--- config.mk ---
export PLATFORM = sky130hd
export DESIGN_NAME = decode_control
export DESIGN_NICKNAME = d
export VERILOG_FILES = /design/src/common/bch_pkg.sv /design/src/rtl/decode_control.sv
export SDC_FILE = /design/constraint.sdc
export NUM_CORES = 1
export LEC_CHECK = 0
export BUFFER_PORTS_ARGS = -buffer_cell sky130_fd_sc_hd__buf_2
export CAP_MARGIN = 5
export CORE_AREA = 5 5 42 44
export DETAILED_ROUTE_END_ITERATION = 6
export DIE_AREA = 0 0 47 49
export HOLD_SLACK_MARGIN = 0.06
export PLACE_DENSITY_LB_ADDON = 0.08
export SYNTH_ARGS = -nofsm -noshare
export SYNTH_HDL_FRONTEND = slang
export SYNTH_SLANG_ARGS = --single-unit
export TNS_END_PERCENT = 100
--- constraint.sdc ---
create_clock -name i_clk -period 3.5 [get_ports i_clk]
set_clock_uncertainty 0.05 [all_clocks]
set_input_delay 0.525 -clock i_clk [delete_from_list [all_inputs] [get_ports i_clk]]
set_output_delay 0.525 -clock i_clk [all_outputs]
set_load 0.01 [all_outputs]
--- src/common/bch_pkg.sv ---
package bch_pkg;

	//==================================================
	// field and code constants
	//==================================================
	localparam int GF_M       = 6;    // GF(2^6)
	localparam int CODE_N     = 63;   // positions 0..62
	localparam int CODE_T     = 2;    // double error correcting
	localparam int FRAME_BITS = 64;   // bit 63 is padding

	localparam logic [GF_M:0] PRIM_POLY = 7'b100_0011; // x^6 + x + 1

	typedef logic [GF_M-1:0] gf_elem_t;
	typedef logic [5:0]      loc_t;   // error position
	typedef logic [1:0]      cnt_t;   // error count or locator degree

	// shift-and-add product, reduced on every shift
	function automatic gf_elem_t gf_mul(gf_elem_t a, gf_elem_t b);
		gf_elem_t acc;
		gf_elem_t sh;
		acc = '0;
		sh  = a;
		for (int i = 0; i < GF_M; i++) begin
			if (b[i])
				acc = acc ^ sh;
			sh = {sh[GF_M-2:0], 1'b0} ^ (sh[GF_M-1] ? PRIM_POLY[GF_M-1:0] : gf_elem_t'(0));
		end
		return acc;
	endfunction

	// alpha^e by square and multiply, exponent taken mod n
	function automatic gf_elem_t gf_alpha_pow(int unsigned e);
		gf_elem_t    res;
		gf_elem_t    base;
		int unsigned r;
		r    = e % CODE_N;
		res  = gf_elem_t'(1);
		base = gf_elem_t'(2);   // alpha
		for (int i = 0; i < GF_M; i++) begin
			if (r[i])
				res = gf_mul(res, base);
			base = gf_mul(base, base);
		end
		return res;
	endfunction

endpackage

--- src/rtl/decode_control.sv ---
`timescale 1ns/10ps

module decode_control import bch_pkg::*; #(
	parameter int DATA_W = 8
) (
	input  logic i_clk,
	input  logic i_rst_n,
	input  logic i_set,
	input  logic i_done,
	output logic o_ready,
	output logic o_syn_start,
	output logic o_syn_en
);

	localparam int BEATS = FRAME_BITS / DATA_W;
	localparam int CNT_W = $clog2(BEATS + 1);

	typedef enum logic [1:0] {
		S_IDLE,
		S_RECV,
		S_BUSY
	} state_t;

	state_t           state;
	logic [CNT_W-1:0] beat_cnt;   // beats taken so far
	logic             accept;

	assign accept      = i_set && (state == S_IDLE);  // first beat sampled here
	assign o_ready     = (state == S_IDLE);
	assign o_syn_start = accept;
	assign o_syn_en    = accept || (state == S_RECV);

	always_ff @(posedge i_clk) begin
		if (!i_rst_n) begin
			state    <= S_IDLE;
			beat_cnt <= '0;
		end else begin
			case (state)
				S_IDLE: begin
					if (i_set) begin
						beat_cnt <= CNT_W'(1);
						state    <= (BEATS == 1) ? S_BUSY : S_RECV;
					end
				end
				S_RECV: begin
					beat_cnt <= beat_cnt + 1'b1;
					if (beat_cnt == CNT_W'(BEATS - 1))   // last beat in flight
						state <= S_BUSY;
				end
				S_BUSY: begin
					if (i_done)   // ready again next cycle
						state <= S_IDLE;
				end
				default: state <= S_IDLE;
			endcase
		end
	end

	// beats after the first one come only from receive, within the frame length
	a_syn_en_in_recv: assert property (@(posedge i_clk) disable iff (!i_rst_n)
		(o_syn_en && !o_syn_start) |-> (state == S_RECV) && (beat_cnt != '0)
			&& (beat_cnt < CNT_W'(BEATS)));

endmodule

==> flow_summary.json <==
{
  "status": "complete, no violations",
  "routed_via_density": 4.68,
  "ios": 7,
  "ir_worst_vdd_mv": 0.136,
  "rr_startpoint": "state[1]$_SDFFE_PN0P_",
  "cts_max_level": 1,
  "finalMaxSlewViolations": 0,
  "die_h_um": 49,
  "critPathArrivalTime_ps": 1120,
  "cts_made_buffers": 3,
  "grt-ovfl-total": 0,
  "synth_xor_area_frac": 0,
  "synth_top_family_by_area": "simple AND/OR/NAND/NOR gates",
  "place_congestion": 0.674,
  "num_vias": 262,
  "drv_cap": 0,
  "synth.area.mux_share": 0.0385,
  "cp_max_fo": 7,
  "tns_ps": 0,
  "cp-end-kind": "primary output",
  "crit_type": "flop to primary output",
  "power_leakage_nw": 0.153,
  "dieArea_mm2": 0.00230,
  "r2r_end": "beat_cnt[3]$_SDFFE_PN0P_",
  "post_drt_wl_per_cell_um": 10.5,
  "antenna_found_initial": 0,
  "startpoint_type": "flop",
  "worstHoldStart": "beat_cnt[2]$_SDFFE_PN0P_",
  "r2r_slack_ps": 2260,
  "utilization": 0.261,
  "setup-violations-final": 0,
  "floorplan.initialDensity": 0.209,
  "synth_compound_area_frac": 0.154,
  "chipWidth_um": 47,
  "drive_above_1_share": 0.300,
  "fillers": 171,
  "cts_hold_buf": 0,
  "nNetsFinal": 47,
  "antennaDiodeCount": 0,
  "finalCritPeriodShare": 0.486,
  "clkSinkCount": 6,
  "grtUsageTotal": 0.0606,
  "ant_nets": 0,
  "synthesis.nets": 36,
  "post-cts-setup-buffers": 0,
  "synth_seq_area_share": 0.410,
  "hold_viol": 0,
  "cts_tree": "yes",
  "ys_warn_count": 0,
  "startpoint": "state[0]$_SDFFE_PN0P_",
  "drtPass1Iterations": 2,
  "area_delta_synth_final_pct": 24.8,
  "cts_resized": 0,
  "core-area_mm2": 0.00140,
  "drtIter0Drc": 3,
  "final.min_clock_period_ps": 1700,
  "synth_area_per_cell_um2": 9.44,
  "wirelength_um": 586,
  "tightest_slew_ps": 257,
  "drcViolationCount": 0,
  "cp.required_ps": 2920,
  "core.rowCount": 14,
  "ys_types": 18,
  "grt_pass1_vias": 258,
  "p_per_area_mw_per_mm2": 419,
  "yosys.area_share.adder": 0.0427,
  "synthSimpleGateAreaFrac": 0.342,
  "maxSlewHeadroom": 0.828,
  "cts_max_path_buffers": 2,
  "endpoint": "o_syn_en",
  "numPortBuffers": 6,
  "synthesis.area_um2": 293,
  "grt_pass1_wl_um": 986,
  "fmax_mhz": 588,
  "path_clk_slew_ps": 40,
  "cts-root-buf": "clkbuf_4",
  "holdCritPathClass": "flop to flop",
  "synthCells": 31,
  "ys_ff_latch": 6,
  "reg2reg_depth": 3,
  "worst_skew_pair.late_latency_ps": 240,
  "rsz0062_at_grt": "no",
  "grt_max_degree": 8
}
[cell type report]
type / instances / area [um2] / share of cell area
inverters: 1 / 3.75 / 0.0103
repair buffers: 6 / 30.0 / 0.0822
flip-flops and latches: 6 / 120 / 0.329
clock buffers: 3 / 22.5 / 0.0616
multi-input cells: 24 / 169 / 0.462
well taps: 16 / 20.0 / 0.0548
[Yosys cell counts (all sizes together)]
library cell	number	area (um2)
nor2	2	7.51
and3	1	6.26
and2b	1	8.76
nor3b	2	15.0
nand4	1	6.26
inv	1	3.75
mux2	1	11.3
ha	1	12.5
a21boi	2	15.0
a22oi	1	7.51
nand2	3	11.3
or3b	1	8.76
nand4b	2	17.5
nor2b	3	18.8
dfxtp	6	120
o211a	1	10.0
o21ai	1	5.00
o21bai	1	7.51
[layer usage]
metal	part of all wire	up-vias	global-route usage
li1	-	130	-
met1	0.47	120	0.0725
met2	0.38	9	0.0724
met3	0.11	3	0.0332
met4	0.046	0	0.0553
met5	0	-	0
[worst max-delay path: stages, from the launching register on]
cell and delay [ps]:
dfxtp_1 360, o21bai_1 270, inv_1 100, buf_2 150
[cell families after synthesis]
kind of cell / count (synthesis)
AND/OR/NAND/NOR: 16
AO/OA/AOI/OAI: 6
flip-flops: 6
buffers and inverters: 1
multiplexers: 1
adder cells (fa/ha/maj): 1
[stage by stage]
step	hold slack (ps)	power [mW]	instances	setup WS, ps	cell area, um2
5_1_grt	516	0.161	56	1680	365
6_report	478	0.153	56	1800	365
3_5_place_dp	478	0.0911	53	1800	343
4_1_cts	487	0.156	56	1780	365
2_1_floorplan	440	0.0843	31	2040	293
3_3_place_gp	487	0.0913	53	1790	343
[power by group]
group          total, mW  leakage (nW)  switching, mW  internal, mW
registers         0.0743        0.0491        0.00298        0.0713
clock network     0.0635        0.0138         0.0247        0.0388
logic             0.0153        0.0901        0.00765       0.00764
total              0.153         0.153         0.0354         0.118
[worst min-delay path by stage]
stage / endpoint / cells past startpoint / slack (ps)
2_1_floorplan: beat_cnt[2]$_SDFFE_PN0P_ / 2 / 440
3_3_place_gp: beat_cnt[2]$_SDFFE_PN0P_ / 2 / 490
3_5_place_dp: beat_cnt[2]$_SDFFE_PN0P_ / 2 / 480
4_1_cts: beat_cnt[2]$_SDFFE_PN0P_ / 2 / 490
5_1_grt: state[1]$_SDFFE_PN0P_ / 3 / 520
6_report: beat_cnt[2]$_SDFFE_PN0P_ / 2 / 480
[cell usage in the layout (no fill, tap or decap)]
cell,count
ha_1,1
and3_1,1
nor2_1,2
inv_1,1
nor3b_1,2
nand2_1,3
o211a_1,1
a22oi_1,1
a21boi_0,2
or3b_2,1
nor2b_1,3
o21bai_1,1
nand4_1,1
o21ai_0,1
buf_2,6
nand4b_1,2
and2b_2,1
mux2_2,1
dfxtp_1,6
clkbuf_4,3
[sequential cells by signal, indices dropped and copies added (netlist names)]
register / count
beat_cnt: 4
state: 2
Power figures use the tool's default switching activity.
