--- src/common/bch_pkg.sv ---
package bch_pkg;

	//==================================================
	// field and code constants
	//==================================================
	localparam int GF_M       = 6;    // GF(2^6)
	localparam int CODE_N     = 63;   // positions 0..62
	localparam int CODE_T     = 2;    // double error correcting
	localparam int FRAME_BITS = 64;   // bit 63 is padding

	localparam logic [GF_M:0] PRIM_POLY = 7'b100_0011; // x^6 + x + 1

	typedef logic [GF_M-1:0] gf_elem_t;
	typedef logic [5:0]      loc_t;   // error position
	typedef logic [1:0]      cnt_t;   // error count or locator degree

	// shift-and-add product, reduced on every shift
	function automatic gf_elem_t gf_mul(gf_elem_t a, gf_elem_t b);
		gf_elem_t acc;
		gf_elem_t sh;
		acc = '0;
		sh  = a;
		for (int i = 0; i < GF_M; i++) begin
			if (b[i])
				acc = acc ^ sh;
			sh = {sh[GF_M-2:0], 1'b0} ^ (sh[GF_M-1] ? PRIM_POLY[GF_M-1:0] : gf_elem_t'(0));
		end
		return acc;
	endfunction

	// alpha^e by square and multiply, exponent taken mod n
	function automatic gf_elem_t gf_alpha_pow(int unsigned e);
		gf_elem_t    res;
		gf_elem_t    base;
		int unsigned r;
		r    = e % CODE_N;
		res  = gf_elem_t'(1);
		base = gf_elem_t'(2);   // alpha
		for (int i = 0; i < GF_M; i++) begin
			if (r[i])
				res = gf_mul(res, base);
			base = gf_mul(base, base);
		end
		return res;
	endfunction

endpackage

--- src/ibm/ibm_solver.sv ---
`timescale 1ns/10ps

module ibm_solver import bch_pkg::*; (
	input  logic     i_clk,
	input  logic     i_rst_n,
	input  logic     i_valid,
	input  gf_elem_t i_s1,
	input  gf_elem_t i_s2,
	input  gf_elem_t i_s3,
	input  gf_elem_t i_s4,
	output gf_elem_t o_sigma0,
	output gf_elem_t o_sigma1,
	output gf_elem_t o_sigma2,
	output cnt_t     o_degree,
	output logic     o_valid
);

	typedef struct packed {
		gf_elem_t [2:0] sig;     // locator, truncated to t+1 terms
		gf_elem_t [2:0] b;       // correction polynomial
		gf_elem_t       gamma;   // previous discrepancy
		cnt_t           len;     // locator length
	} bm_state_t;

	localparam bm_state_t BM_INIT = '{
		sig:   {gf_elem_t'(0), gf_elem_t'(0), gf_elem_t'(1)},
		b:     {gf_elem_t'(0), gf_elem_t'(0), gf_elem_t'(1)},
		gamma: gf_elem_t'(1),
		len:   cnt_t'(0)
	};

	// one binary iteration, step 2r, sigma' = gamma*sigma + delta*x*b
	function automatic bm_state_t bm_step(bm_state_t st, gf_elem_t delta, int r);
		bm_state_t nx;
		nx.sig[0] = gf_mul(st.gamma, st.sig[0]);
		for (int i = 1; i < 3; i++)
			nx.sig[i] = gf_mul(st.gamma, st.sig[i]) ^ gf_mul(delta, st.b[i-1]);
		if (delta != '0 && 2 * int'(st.len) <= 2 * r) begin
			nx.b     = {st.sig[1], st.sig[0], gf_elem_t'(0)};   // x * sigma
			nx.len   = cnt_t'(2 * r + 1 - int'(st.len));
			nx.gamma = delta;
		end else begin
			nx.b     = {st.b[0], gf_elem_t'(0), gf_elem_t'(0)};  // x^2 * b
			nx.len   = st.len;
			nx.gamma = st.gamma;
		end
		return nx;
	endfunction

	bm_state_t st1_d, st1_q, st2_d;
	gf_elem_t  s1_q, s2_q, s3_q;
	gf_elem_t  delta1;
	logic      v1, v2;

	assign st1_d  = bm_step(BM_INIT, i_s1, 0);   // first discrepancy is S1
	assign delta1 = gf_mul(st1_q.sig[0], s3_q) ^ gf_mul(st1_q.sig[1], s2_q)
		^ gf_mul(st1_q.sig[2], s1_q);
	assign st2_d  = bm_step(st1_q, delta1, 1);

	always_ff @(posedge i_clk) begin
		if (!i_rst_n) begin
			v1      <= 1'b0;
			v2      <= 1'b0;
			o_valid <= 1'b0;
		end else begin
			v1      <= i_valid;
			v2      <= v1;
			o_valid <= v2;
		end
	end

	always_ff @(posedge i_clk) begin
		if (i_valid) begin
			st1_q <= st1_d;
			s1_q  <= i_s1;
			s2_q  <= i_s2;
			s3_q  <= i_s3;
		end
		if (v2) begin
			o_sigma0 <= st2_d.sig[0];
			o_sigma1 <= st2_d.sig[1];
			o_sigma2 <= st2_d.sig[2];
			o_degree <= st2_d.len;
		end
	end

	// binary code, even syndromes are squares of lower ones
	a_even_syndromes: assert property (@(posedge i_clk) disable iff (!i_rst_n)
		i_valid |-> (i_s2 == gf_mul(i_s1, i_s1)) && (i_s4 == gf_mul(i_s2, i_s2)));

endmodule

--- config.mk ---
export PLATFORM = sky130hd
export DESIGN_NAME = ibm_solver
export DESIGN_NICKNAME = d
export VERILOG_FILES = /design/src/common/bch_pkg.sv /design/src/ibm/ibm_solver.sv
export SDC_FILE = /design/constraint.sdc
export NUM_CORES = 1
export LEC_CHECK = 0
export BUFFER_PORTS_ARGS = -buffer_cell sky130_fd_sc_hd__buf_2
export CORE_UTILIZATION = 49
export DETAILED_ROUTE_END_ITERATION = 8
export PLACE_DENSITY = 0.74
export REMOVE_ABC_BUFFERS = 1
export SLEW_MARGIN = 40
export SYNTH_ARGS = -nofsm -noshare
export SYNTH_HDL_FRONTEND = slang
export SYNTH_SLANG_ARGS = --single-unit
--- constraint.sdc ---
create_clock -name i_clk -period 2.32 [get_ports i_clk]
set_input_delay 0.232 -clock i_clk [delete_from_list [all_inputs] [get_ports i_clk]]
set_output_delay 0.232 -clock i_clk [all_outputs]
set_load 0.01 [all_outputs]
==> impl_metrics.json <==
{
  "layout.nets": 328,
  "critPathArrivalTime_ns": 2.53,
  "setup_viol": 2,
  "cts_tree": "done",
  "timing.slew.headroom": 0.657,
  "drive_above_1_share": 0.311,
  "grt_pass1_wl_mm": 7.23,
  "preCtsSetupSlack_ns": -0.134,
  "yosysUniqueCellTypes": 28,
  "syn_to_final_growth_pct": 21.0,
  "syn_inst": 246,
  "grtUsageTotal": 0.159,
  "crit_path_end_kind": "flip-flop",
  "status": "finished with violations",
  "vias": 1810,
  "path_delay_family": "XOR/XNOR gates",
  "path_clk_slew_ns": 0.09,
  "worstPathBufferInverterCount": 1,
  "initial_core_util": 0.522,
  "rows": 26,
  "cts_buffers": 5,
  "synth.cell_area_um2": 2730,
  "drcViolationCount": 0,
  "final_util": 0.631,
  "place_area_um2": 3050,
  "synth-seq-cells": 48,
  "cts.sink_count": 48,
  "routedWlPerCell_um": 12.3,
  "hold_viol": 0,
  "cts-htree-levels": 2,
  "slowest_delay_ns": 0.56,
  "critPathKind": "flip-flop to flip-flop",
  "crit_path_cell_trace": "buf_6 -> nand2_1 -> xnor2_1 -> xnor2_1 -> xnor2_1 -> xnor2_1 -> or4b_4 -> xnor2_2",
  "dieArea_um2": 5880,
  "violations": "setup timing",
  "drv_slew": 0,
  "finalCriticalPeriod_ns": 2.48,
  "postLayoutCellArea_um2": 3310,
  "cp.required_ns": 2.37,
  "cp-start-kind": "flip-flop",
  "antenna_found_initial": 0,
  "p_leak_nw": 1.34,
  "first_global_vias": 1596,
  "async_reset_ff_frac": 0,
  "core_um2": 5240,
  "die_h_um": 76.7,
  "cp_slowest_cell": "edfxtp_1",
  "ant_nets": 0,
  "antennaDiodeCount": 0,
  "gp_congestion": 0.871,
  "syn_avg_cell_area_um2": 11.1,
  "grt_start_max_net_pins": 27,
  "worst_pin_slew_ns": 0.514,
  "synth-edff-count": 45,
  "stdcell_count": 372,
  "path_max_fanout": 6,
  "rsz0062_at_grt": "true",
  "yosysWarningCount": 0,
  "hold_path.class": "input port to flip-flop",
  "drv_cap": 0,
  "wl_mm": 4.57,
  "p_per_area_nw_per_um2": 762,
  "ys_seq_area_frac": 0.516,
  "placed_cells": 354,
  "dp_hpwl_mm": 3.24,
  "final_common_cell": "nand2_1",
  "peakVddDrop_mv": 0.492,
  "timing.hold.ws_ns": 0.0976,
  "cpMostUsedCell": "xnor2_1",
  "io_pins": 48,
  "clk_latency_ns": 0.30,
  "worst-r2r-setup-slack_ns": -0.16,
  "setup_slack_ns": -0.161,
  "detail_route.iter0.violations": 108,
  "ys.flop_type": "edfxtp_1",
  "dr.pass1.iters": 4,
  "final.period_utilization": 1.07,
  "final_cell_mix": "56 x nand2_1, 45 x edfxtp_1, 41 x buf_2",
  "portBuffers": 41,
  "clock_path_buffers": 2,
  "via_per_inst": 4.87,
  "cts_root_buf": "clkbuf_8",
  "die_w_um": 76.7,
  "grt_overflow": 0,
  "fmax_ghz": 0.403,
  "skew_ns": 0.0127
}
-- final timing paths --
kind,from,end,depth (start not counted)
worst max-delay path,s1_q[4]$_DFFE_PP_,o_degree[0]$_DFFE_PP_,8
worst min-delay path,i_s3[4],s3_q[4]$_DFFE_PP_,1
worst max register to register,s1_q[4]$_DFFE_PP_,o_degree[0]$_DFFE_PP_,8
worst min register to register,v1$_SDFF_PN0_,v2$_SDFF_PN0_,1
-- synthesized netlist by cell type (all sizes together), types with 4 or more instances --
cell / n / share of area
nand2: 57 / 0.078
edfxtp: 45 / 0.49
xnor2: 42 / 0.14
xor2: 22 / 0.076
clkbuf: 12 / 0.016
buf: 9 / 0.023
nor2: 8 / 0.011
a22oi: 6 / 0.016
mux2: 6 / 0.025
o21ai: 6 / 0.011
and2: 5 / 0.011
mux2i: 4 / 0.015
nand2b: 4 / 0.0092
-- registers in the layout (all words and copies together), names as in the netlist --
signal	count
o_degree	2
s2_q	6
v2	1
s3_q	6
st1_q	7
o_sigma1	6
s1_q	6
o_sigma2	6
o_sigma0	6
v1	1
o_valid	1
-- routing by layer --
metal	share of wire	track usage	wire length, µm	up-vias
met1	0.43	0.198	1980	827
met4	0.018	0.0615	82	0
met3	0.051	0.0357	232	8
met2	0.50	0.269	2270	60
li1	-	-	-	915
met5	0	0	0	-
-- kinds of logic (layout without fill, tap and decap cells) --
kind of cell	count (synthesis)	in the layout	synth area share
XOR/XNOR	66	66	0.230
AO/OA/AOI/OAI	19	19	0.0448
AND/OR/NAND/NOR	80	80	0.127
multiplexers	10	10	0.0394
flip-flops	48	48	0.516
buffers and inverters	23	79	0.0426
-- final cells by class --
| cell class | instances | area [µm²] |
|---|---|---|
| fill | 420 | 1930 |
| sequential | 48 | 1410 |
| multi-input combinational | 175 | 1240 |
| timing repair buffer | 69 | 423 |
| tap | 70 | 87.6 |
| clock buffer | 5 | 68.8 |
| clock inverter | 3 | 68.8 |
| inverter | 2 | 7.51 |
-- where the power goes --
part	internal, W	switching [W]	leakage, nW
sequential	0.00104	0.0000639	0.461
clock	0.000433	0.000270	0.0687
combinational	0.000398	0.000317	0.810
total	0.00187	0.000651	1.34
-- what timing repair did --
item / in CTS / in global routing
hold buffers: 0 / 0
endpoints found under the setup margin: 2 / 2
setup buffers: 5 / 5
gates resized for setup: 1 / 6
cloned: 0 / 0
pin swaps: 2 / 6
-- metrics by stage --
| stage | power (W) | setup TNS (ns) |
|---|---|---|
| floorplan | 0.00157 | -0.247 |
| global placement | 0.00177 | -0.0970 |
| detailed placement | 0.00178 | -0.143 |
| CTS | 0.00251 | -0.117 |
| global route | 0.00263 | -0.342 |
| finish | 0.00252 | -0.198 |
(Power assumes the default switching activity.)
