===== src/common/bch_pkg.sv =====
package bch_pkg;

	//==================================================
	// field and code constants
	//==================================================
	localparam int GF_M       = 6;    // GF(2^6)
	localparam int CODE_N     = 63;   // positions 0..62
	localparam int CODE_T     = 2;    // double error correcting
	localparam int FRAME_BITS = 64;   // bit 63 is padding

	localparam logic [GF_M:0] PRIM_POLY = 7'b100_0011; // x^6 + x + 1

	typedef logic [GF_M-1:0] gf_elem_t;
	typedef logic [5:0]      loc_t;   // error position
	typedef logic [1:0]      cnt_t;   // error count or locator degree

	// shift-and-add product, reduced on every shift
	function automatic gf_elem_t gf_mul(gf_elem_t a, gf_elem_t b);
		gf_elem_t acc;
		gf_elem_t sh;
		acc = '0;
		sh  = a;
		for (int i = 0; i < GF_M; i++) begin
			if (b[i])
				acc = acc ^ sh;
			sh = {sh[GF_M-2:0], 1'b0} ^ (sh[GF_M-1] ? PRIM_POLY[GF_M-1:0] : gf_elem_t'(0));
		end
		return acc;
	endfunction

	// alpha^e by square and multiply, exponent taken mod n
	function automatic gf_elem_t gf_alpha_pow(int unsigned e);
		gf_elem_t    res;
		gf_elem_t    base;
		int unsigned r;
		r    = e % CODE_N;
		res  = gf_elem_t'(1);
		base = gf_elem_t'(2);   // alpha
		for (int i = 0; i < GF_M; i++) begin
			if (r[i])
				res = gf_mul(res, base);
			base = gf_mul(base, base);
		end
		return res;
	endfunction

endpackage


===== src/chien/chien_search.sv =====
`timescale 1ns/10ps

module chien_search import bch_pkg::*; (
	input  logic     i_clk,
	input  logic     i_rst_n,
	input  logic     i_valid,
	input  gf_elem_t i_sigma0,
	input  gf_elem_t i_sigma1,
	input  gf_elem_t i_sigma2,
	input  cnt_t     i_degree,
	output logic     o_loc_valid,
	output loc_t     o_loc,
	output logic     o_done,
	output cnt_t     o_num_err,
	output logic     o_fail
);

	localparam gf_elem_t ALPHA_INV1 = gf_alpha_pow(CODE_N - 1);   // alpha^-1
	localparam gf_elem_t ALPHA_INV2 = gf_alpha_pow(CODE_N - 2);   // alpha^-2
	localparam loc_t     LAST_POS   = loc_t'(CODE_N - 1);

	logic     scanning;
	logic     last_q;       // position 62 reported this cycle
	loc_t     pos_q;
	gf_elem_t s0_q, t1_q, t2_q;
	cnt_t     degree_q;
	cnt_t     root_cnt;

	logic     active;
	logic     hit;
	loc_t     cur_pos;
	gf_elem_t cur_s0, cur_t1, cur_t2;
	cnt_t     cur_cnt;

	// position 0 is tested straight from the solver outputs
	assign active  = i_valid || scanning;
	assign cur_pos = i_valid ? loc_t'(0) : pos_q;
	assign cur_s0  = i_valid ? i_sigma0 : s0_q;
	assign cur_t1  = i_valid ? i_sigma1 : t1_q;
	assign cur_t2  = i_valid ? i_sigma2 : t2_q;
	assign cur_cnt = i_valid ? cnt_t'(0) : root_cnt;
	assign hit     = active && ((cur_s0 ^ cur_t1 ^ cur_t2) == '0);  // sigma(alpha^-pos) = 0

	always_ff @(posedge i_clk) begin
		if (!i_rst_n) begin
			scanning    <= 1'b0;
			last_q      <= 1'b0;
			root_cnt    <= '0;
			o_loc_valid <= 1'b0;
			o_done      <= 1'b0;
			o_num_err   <= '0;
			o_fail      <= 1'b0;
		end else begin
			scanning    <= active && (cur_pos != LAST_POS);
			last_q      <= active && (cur_pos == LAST_POS);
			o_loc_valid <= hit;
			o_done      <= last_q;   // one cycle after the last location
			if (active)
				root_cnt <= cur_cnt + cnt_t'(hit);
			if (last_q) begin
				o_num_err <= root_cnt;
				o_fail    <= (root_cnt != degree_q);   // roots vs locator degree
			end
		end
	end

	always_ff @(posedge i_clk) begin
		if (i_valid) begin
			s0_q     <= i_sigma0;
			degree_q <= i_degree;
		end
		if (active) begin
			t1_q  <= gf_mul(cur_t1, ALPHA_INV1);
			t2_q  <= gf_mul(cur_t2, ALPHA_INV2);
			pos_q <= cur_pos + 1'b1;
		end
		o_loc <= cur_pos;
	end

	// at most t locations per scan
	a_max_roots: assert property (@(posedge i_clk) disable iff (!i_rst_n)
		(hit && !i_valid) |-> (root_cnt < CODE_T));

endmodule


===== config.mk =====
export PLATFORM = sky130hd
export DESIGN_NAME = chien_search
export DESIGN_NICKNAME = d
export VERILOG_FILES = /design/src/common/bch_pkg.sv /design/src/chien/chien_search.sv
export SDC_FILE = /design/constraint.sdc
export NUM_CORES = 1
export LEC_CHECK = 0
export ABC_AREA = 0
export CAP_MARGIN = 20
export CORE_UTILIZATION = 54
export DETAILED_ROUTE_END_ITERATION = 8
export DONT_BUFFER_PORTS = 1
export PLACE_DENSITY = 0.69
export SLEW_MARGIN = 20
export SYNTH_ARGS = -nofsm -noshare
export SYNTH_HDL_FRONTEND = slang
export SYNTH_SLANG_ARGS = --single-unit

===== constraint.sdc =====
create_clock -name i_clk -period 5.6 [get_ports i_clk]
set_clock_uncertainty 0.2 [all_clocks]
set_input_delay 0.56 -clock i_clk [delete_from_list [all_inputs] [get_ports i_clk]]
set_output_delay 0.56 -clock i_clk [all_outputs]
set_load 0.02 [all_outputs]

==> metrics, run 1 <==
Ant. Diodes 0; post-route setup slack 3.465 ns; Num CTS Buffers 5; wl on met1 1231 µm; drt drc 0; largest net degree at the start of global routing roughly 40; max-cap viol count 0; RSZ-0062 raised after global routing false; Wirelength per Cell 15.02 µm; Seq pwr share 0.582; Synth Register Bits 41; Total GRT Usage 0.1813; Cells after Synth 141; synthesized area per cell approximately 13 µm²; Ys Warns 0; Nets 170; core area 3337 µm²; critical path data required time 5.66 ns; CTS Hold Bufs 0; clk slew on worst S/H paths 0.12 ns; Die Area around 3700 µm²; setup TNS 0 ns; data arrival time of the worst path ~2.2 ns; Tcrit/Tclk final 0.3813; syn nets 167; fraction of registers with async set/reset 0; via count of the routed design 1019; initial DRC count 29; share of cells above drive strength 1 0.1586; port buffer count 0; Net Sw Frac 0.2373; die span in y roughly 61 µm; leading area contributor after synthesis edfxtp_1; fraction of power consumed by the clock network 0.266; drt pass-1 iters 4; Worst-Skew Late Latency 0.35 ns; DR WL met2 1403 µm; Post-synth EDFFs 20; # H-tree levels 2; post-synth top area share 0.3198; PwrDens between 300 and 400 nW/µm²; CP Launch Type register; Cell Rows 21; Root Buffer clkbuf_4; number of global-route vias before repair 976; Pint about 0.5 mW; Worst-Margin Slew 0.4908 ns; pre-CTS setup slack 3.188 ns; synthesized cell area 1878 µm²; final hold vios 0; Netlist cell types 31; deepest clock path buffer count 2; vias per cell 5.335; Post-CTS Setup Bufs 0; cts repair resizes 0; Slew Limit Fails 0; met3 routed WL 182 µm; Worst slew margin 0.6728; max layer used met4; Routability Congestion 0.8490; gr ovfl total 0; Synth Flop Type dfxtp_1; part of the power in combinational logic 0.152; CTS tree yes; first-pass GRT wire length between 4000 and 5000 µm; run status finished clean; top cells by area, synth edfxtp_1, dfxtp_1, xnor3_1, mux2_2, mux2i_1; Final setup viols 0; fmax 468.3 MHz; P_sw 0.1513 mW; CP Class reg -> reg; Critical Path Fanout Max 2; die width 60.98 µm; post-synthesis sequential area ratio 0.5436; Max VDD drop 0.0001845 V; Period minus WS final 2.135 ns; TritonCTS Sinks 41; Syn-to-layout area delta 5.530%; Initial Util 0.5628; ANT nets after route 0; Static Leak 0.8319 nW; DP HPWL 2095 µm; DRT Wirelength roughly 2900 µm; antenna violations before repair 0; Filler cells 291; CP endpoint kind register; IO Count 34; Hold Crit Class in -> reg
cell usage after synthesis (all sizes together) (3+ instances only):
cell / number
nor2b: 9
nand2: 6
nand3: 4
inv: 7
xnor2: 7
mux2: 13
xnor3: 7
and3: 4
edfxtp: 20
nor2: 5
o21ai: 3
mux2i: 7
ha: 3
buf: 3
dfxtp: 21
xor2: 6
worst paths after layout:
check	start	endpoint	slack, ns	cells after the start
min	i_valid	o_loc[5]$_DFF_P_	0.06	1
min reg2reg	s0_q[1]$_DFF_P_	s0_q[1]$_DFF_P_	0.31	1
max	t2_q[2]$_DFFE_PP_	root_cnt[0]$_SDFFE_PN0P_	3.46	7
max reg2reg	t2_q[2]$_DFFE_PP_	root_cnt[0]$_SDFFE_PN0P_	3.46	7
layout by cell type, fill, tap and decap left out, drive strengths merged, types with 2 or more instances in the layout:
master and instances:
and3 4, nor2 5, mux2i 7, a21oi 2
ha 3, nor2b 9, inv 7, dfxtp 21
o21ai 3, mux2 13, o221ai 2, and2 2
nand3 4, clkbuf 7, xor2 6, nand2 6
xnor2 7, xnor3 7, edfxtp 20
per-stage QoR:
stage	hold slack (ns)	util	instances	cell area, µm²	total power [mW]
after floorplan	0.2574	-	141	1878	0.4607
after global placement	0.2778	0.5726	183	1911	0.4731
after detailed placement	0.2854	0.5726	183	1911	0.4757
after CTS	0.04576	0.5939	191	1982	0.6436
after global routing	0.03183	0.5939	191	1982	0.6670
final	0.05950	0.5939	191	1982	0.6377
worst max-delay path, cell delays in order, from the launching register on:
cell and delay (ns):
edfxtp_1 0.44, xnor3_1 0.38, and3_1 0.17, o221ai_1 0.26, nor3_1 0.11, ha_1 0.30, mux2i_1 0.13, nor2b_1 0.06
area by class of cell:
cell class | instances | area (µm²) | share of cell area
clock buffers | 7 | 66.31 | 0.03346
clock inverters | 1 | 5.005 | 0.002525
inverters | 7 | 26.28 | 0.01326
multi-input cells | 89 | 805.8 | 0.4066
flip-flops and latches | 41 | 1021 | 0.5152
well taps | 46 | 57.56 | 0.02904
sequential cells by signal, summed over array words and instances (netlist names):
signal and count:
t1_q 6, s0_q 6, o_done 1, last_q 1, degree_q 2, o_loc_valid 1, o_num_err 2, t2_q 6
root_cnt 2, pos_q 6, o_fail 1, o_loc 6, scanning 1
logic make-up after synthesis:
group	share of synthesized area
xor+xnor	0.1446
flops	0.5436
mux	0.1173
compound gates	0.04797
fa+ha+maj	0.01999
simple gates	0.09926
buf+inv	0.02732
power groups by stage:
stage	sequential [mW]	combinational, mW	clock, mW
after CTS	0.371	0.0981	0.174
after global routing	0.375	0.106	0.187
after global placement	0.377	0.0963	0
after floorplan	0.372	0.0887	0
after detailed placement	0.378	0.0979	0
final	0.371	0.0968	0.170
per-layer routing:
layer,vias to the layer above,global-route usage
met2,32,0.2841
met5,-,0
met1,479,0.2198
li1,503,-
met3,5,0.07676
met4,0,0.07792
Note: power is estimated with default switching activity, not from simulation.
==> inputs of run 2 (changes only) <==
- PLACE_DENSITY: 0.69 -> 0.72
- clock period: 5.6 -> 1.9 ns (I/O delays scaled with it)
==> run 2 against run 1 <==
Net effect:
- the flow now finishes with violations (negative hold slack, negative setup slack)
- utilization is 16 points higher
- global-route usage grew 5.1 points
- critical path depth stayed put
- total power rose to 3.3 times the previous value
==> metrics, run 2 (synthesis gave the netlist of run 1 again) <==
Initial Util 0.5628 (unchanged); Die Area 3718 µm² (unchanged); DP HPWL 2244 µm (+7.1%); Total GRT Usage 0.2320 (+0.05074); flop2flop setup slack -0.18 ns (-3.64 ns); Hold Path Cell Cnt 2 (+1); die span in y 60.98 µm (unchanged); Period minus WS final 2.079 ns (-0.05635 ns); drt pass-1 iters 4 (unchanged); core area 3337 µm² (unchanged); pre-CTS setup slack -0.1795 ns (-3.368 ns); Worst-Skew Late Latency 0.34 ns (about the same); end-of-flow core utilization 0.7533 (+0.1594); clk slew on worst S/H paths 0.12 ns (about the same); CP endpoint kind register; P_sw 0.5108 mW (+240%); part of the power in combinational logic 0.228 (+0.076); final instance area 2514 µm² (+27%); met2 Use GR 0.3752 (+0.09105); most common cell after layout, fill and taps aside dlygate4sd3_1; number of global-route vias before repair 1288 (+32%); IO Count 34 (unchanged); antenna violations before repair 0 (unchanged); largest net degree at the start of global routing 33 (-20%); PwrDens 846.3 nW/µm² (+160%); Nets 219 (+29%); Hold Path End t1_q[0]$_DFFE_PP_; Cell Rows 21 (unchanged); deepest clock path buffer count 2 (unchanged); vias per cell 5.175 (-3.0%); Worst Reg2Reg Path Length in Cells 7 (unchanged); port buffer count 0 (unchanged); Wirelength per Cell 17.06 µm (+14%); Worst-Margin Slew 0.4387 ns (-0.05209 ns); most frequent cells in the layout dlygate4sd3_1, dfxtp_1, edfxtp_1; post-route setup slack -0.1791 ns (-3.644 ns); ANT nets after route 0 (unchanged); run status complete, but fails checks; DRT Wirelength 4094 µm (+43%); # H-tree levels 2 (unchanged); hold path startpoint i_valid; CTS tree yes; Seq pwr share 0.515 (-0.067); Num CTS Buffers 5 (unchanged); CP Class reg -> reg; Tcrit/Tclk final 1.094 (+0.7129); Ant. Diodes 0 (unchanged); gr ovfl total 0 (unchanged); met1 track demand over resource 0.2916 (+0.07183); RSZ-0062 raised after global routing true; Routability Congestion 0.8819 (+3.9%); critical path data required time 1.94 ns (-3.72 ns); Hold Crit Class in -> reg; TritonCTS Sinks 41 (unchanged); drt drc 0 (unchanged); share of cells above drive strength 1 0.1856 (+0.02695); met3 Resource Use GR 0.06610 (-0.01066); Syn-to-layout area delta 33.84%; Pint 1.616 mW (+230%); Static Leak 1.070 nW (+29%); Max VDD drop 0.0006129 V (+230%); end of the worst register-to-register path root_cnt[0]$_SDFFE_PN0P_; Slew Limit Fails 0 (unchanged); fmax 481.0 MHz (+2.7%); via count of the routed design 1242 (+22%); die width 60.98 µm (unchanged); Critical Path Fanout Max 2 (unchanged); failing checks negative hold slack, negative setup slack; placed inst area 1953 µm² (+2.2%); max-cap viol count 0 (unchanged); first-pass GRT wire length 5878 µm (+29%); fraction of power consumed by the clock network 0.257 (-0.009); Root Buffer clkbuf_4; CP Launch Type register; Final setup viols 3 (+3); worst hold slack -0.01445 ns (-0.07395 ns); initial DRC count 68 (+130%); final hold vios 1 (+1); Reg2Reg Launch Point s0_q[4]$_DFF_P_; setup TNS -0.3708 ns (-0.3708 ns); gr busiest metal met2; data arrival time of the worst path 2.12 ns (-0.07 ns); Worst slew margin 0.7075 (+0.03473); Net Sw Frac 0.2401 (+0.002787)
==> run 2: cell types whose count changed in the layout (fill, tap and decap cells not counted), sizes merged <==
| cell | previous run | this run |
|---|---|---|
| clkbuf | 7 | 6 |
| buf | 0 | 8 |
| bufinv | 0 | 1 |
| dlymetal6s4s | 0 | 1 |
| dlygate4sd3 | 0 | 40 |
==> run 2: routing by layer <==
metal  vias up  part of all wire
met2        41              0.51
li1        606                 -
met4         0            0.0068
met5         -                 0
met1       593              0.43
met3         2             0.052
==> run 2: cell type report <==
class | count | area, µm²
Fill cell | 230 | 823.3
Clock buffer | 6 | 41.29
Inverter | 7 | 26.28
Sequential cell | 41 | 1021
Clock inverter | 2 | 33.78
Multi-Input combinational cell | 89 | 860.8
Tap cell | 46 | 57.56
Timing Repair Buffer | 49 | 473.0
==> run 2: power by group through the flow <==
stage | clock network, mW | logic (mW) | registers [mW]
3_3_place_gp | 0 | 0.312 | 1.11
5_1_grt | 0.600 | 0.517 | 1.10
3_5_place_dp | 0 | 0.317 | 1.11
6_report | 0.546 | 0.485 | 1.10
4_1_cts | 0.554 | 0.436 | 1.09
2_1_floorplan | 0 | 0.264 | 1.10
==> run 2: worst max-delay path by stage <==
| stage | start | endpoint | slack (ns) | cells past startpoint |
|---|---|---|---|---|
| after CTS | s0_q[4]$_DFF_P_ | root_cnt[0]$_SDFFE_PN0P_ | -0.14 | 7 |
| after floorplan | t2_q[4]$_DFFE_PP_ | root_cnt[0]$_SDFFE_PN0P_ | -0.07 | 7 |
| after global placement | t2_q[4]$_DFFE_PP_ | root_cnt[0]$_SDFFE_PN0P_ | -0.10 | 7 |
| final | s0_q[4]$_DFF_P_ | root_cnt[0]$_SDFFE_PN0P_ | -0.18 | 7 |
| after global routing | s0_q[4]$_DFF_P_ | root_cnt[0]$_SDFFE_PN0P_ | -0.25 | 7 |
| after detailed placement | t2_q[4]$_DFFE_PP_ | root_cnt[0]$_SDFFE_PN0P_ | -0.18 | 7 |
==> run 2: critical path: stages (launching register included) <==
cell     delay (ns)
dfxtp_1        0.32
mux2_4         0.28
xnor3_1        0.38
a21bo_1        0.23
nor3_2         0.11
ha_2           0.28
mux2i_1        0.13
nor2b_1        0.06
==> run 2: repair_timing <==
item / in CTS / in global routing
endpoints found under the hold margin: 40 / 0
gates resized for setup: 3 / 8
hold buffers: 42 / 0
endpoints found under the setup margin: 3 / 6
pin swaps: 1 / 3
setup buffers: 0 / 3
==> run 2: stage by stage <==
| stage | cells | power (mW) |
|---|---|---|
| 3_3_place_gp | 188 | 1.418 |
| 5_1_grt | 240 | 2.220 |
| 2_1_floorplan | 141 | 1.360 |
| 6_report | 240 | 2.127 |
| 4_1_cts | 238 | 2.081 |
| 3_5_place_dp | 188 | 1.429 |
==> inputs of run 3 (changes only) <==
- GPL_ROUTABILITY_DRIVEN: unset -> 1
- SKIP_CTS_REPAIR_TIMING: unset -> 1
==> run 3 against run 2 <==
Net effect:
- the flow still finishes with violations (negative hold slack, negative setup slack)
- design area down 2.2%
- worst hold slack worse by 0.24 ns
- routed wire length down 4.9%
- total power down 1.5%
- critical path type unchanged
- critical endpoint unchanged
- largest power group unchanged
- highest routed layer unchanged
==> metrics, run 3 (synthesis gave the netlist of run 1 again) <==
Die Area 3718 µm² (unchanged); via count of the routed design 1224 (-1.4%); Num CTS Buffers 5 (unchanged); most frequent cells in the layout dlygate4sd3_1, dfxtp_1, edfxtp_1; # H-tree levels 2 (unchanged); clk slew on worst S/H paths 0.11 ns (about the same); Ant. Diodes 0 (unchanged); Final setup viols 3 (unchanged); antenna violations before repair 0 (unchanged); most common cell after layout, fill and taps aside dlygate4sd3_1; drt pass-1 iters 4 (unchanged); Critical Path End root_cnt[0]$_SDFFE_PN0P_; first-pass GRT wire length 4650 µm (-21%); Filler cells 250 (+8.7%); end-of-flow core utilization 0.7364 (-0.01687); Worst-Skew Late Latency 0.35 ns (about the same); core area 3337 µm² (unchanged); critical path data required time 1.95 ns (about the same); Worst-Margin Slew 0.3687 ns (-0.07002 ns); crit path launch t1_q[4]$_DFFE_PP_; gr ovfl total 0 (unchanged); initial DRC count 59 (-13%); largest net degree at the start of global routing 41 (+24%); IO Count 34 (unchanged); CP Launch Type register; Worst Reg2Reg Path Length in Cells 7 (unchanged); CP Class reg -> reg; end of the worst register-to-register path root_cnt[0]$_SDFFE_PN0P_; TritonCTS Sinks 41 (unchanged); deepest clock path buffer count 2 (unchanged); Tcrit/Tclk final 1.101 (+0.006634); run status complete, but fails checks; number of global-route vias before repair 1013 (-21%); Initial Util 0.5628 (unchanged); Worst slew margin 0.7542 (+0.04668); Root Buffer clkbuf_4; post-route setup slack -0.1917 ns (-0.01261 ns); Static Leak 1.046 nW (-2.2%); DP HPWL 2244 µm (unchanged); DRT Wirelength 3895 µm (-4.9%); PwrDens 852.8 nW/µm² (+0.77%); Routability Congestion 0.8819 (unchanged); Max VDD drop 0.0004296 V (-30%); die span in y 60.98 µm (unchanged); final instance area 2457 µm² (-2.2%); Hold Crit Class in -> reg; die width 60.98 µm (unchanged); Syn-to-layout area delta 30.85%; max-cap viol count 0 (unchanged); Period minus WS final 2.092 ns (+0.01261 ns); Wirelength per Cell 16.43 µm (-3.7%); ANT nets after route 0 (unchanged); Critical Path Fanout Max 2 (unchanged); fmax 478.1 MHz (-0.60%); worst hold slack -0.2530 ns (-0.2385 ns); placed inst area 1953 µm² (unchanged); drt drc 0 (unchanged); failing checks negative hold slack, negative setup slack; data arrival time of the worst path 2.14 ns (+0.02 ns); Nets 216 (-1.4%); flop2flop setup slack -0.19 ns (about the same); final hold vios 7 (+6); vias per cell 5.165 (-0.20%); port buffer count 0 (unchanged); share of cells above drive strength 1 0.1518 (-0.03373); CTS tree yes; CP endpoint kind register; Total GRT Usage 0.1835 (-0.04856); Cell Rows 21 (unchanged); Reg2Reg Launch Point t1_q[4]$_DFFE_PP_; Slew Limit Fails 0 (unchanged); RSZ-0062 raised after global routing true
-- run 3: stage by stage --
stage | setup slack (ns) | power (mW) | TNS [ns] | std cells
3_3_place_gp | -0.1043 | 1.418 | -0.1619 | 188
5_1_grt | -0.2543 | 2.178 | -0.5320 | 237
4_1_cts | -0.1885 | 1.965 | -0.3517 | 196
6_report | -0.1917 | 2.096 | -0.3181 | 237
2_1_floorplan | -0.07450 | 1.360 | -0.09020 | 141
3_5_place_dp | -0.1795 | 1.429 | -0.3209 | 188
-- run 3: area by class of cell --
cell class	instances	area, µm²	share of cell area
clock buffers	6	41.29	0.01680
clock inverters	2	33.78	0.01375
inverters	7	26.28	0.01069
multi-input cells	89	829.5	0.3376
flip-flops and latches	41	1021	0.4155
well taps	46	57.56	0.02342
repair buffers	46	447.9	0.1823
-- run 3: worst min-delay path by stage --
stage	start	end	slack (ns)	cells past startpoint
after global placement	i_valid	o_loc[5]$_DFF_P_	0.07	1
after CTS	i_valid	o_loc[5]$_DFF_P_	-0.30	1
after detailed placement	i_valid	o_loc[5]$_DFF_P_	0.07	1
after global routing	i_valid	degree_q[0]$_DFFE_PP_	-0.28	0
final	i_valid	degree_q[0]$_DFFE_PP_	-0.25	0
after floorplan	i_degree[0]	degree_q[0]$_DFFE_PP_	0.09	0
-- run 3: layer usage --
layer / GRT usage / share of wire / up-vias
met1: 0.2414 / 0.43 / 584
met3: 0.07889 / 0.054 / 4
met2: 0.2700 / 0.50 / 41
li1: - / - / 595
met4: 0.06818 / 0.0095 / 0
met5: 0 / 0 / -
-- run 3: power by group --
group	leakage, nW	switching, mW	total [mW]	internal (mW)
combinational	0.630	0.163	0.450	0.287
clock	0.0399	0.278	0.552	0.274
sequential	0.376	0.0622	1.09	1.03
-- run 3: critical path, stage by stage, from the launching register on --
cell and delay (ns):
edfxtp_1 0.38, mux2_4 0.29, xnor3_1 0.34, a21bo_1 0.22
nor3_2 0.04, ha_1 0.28, mux2i_1 0.16, nor2b_1 0.07
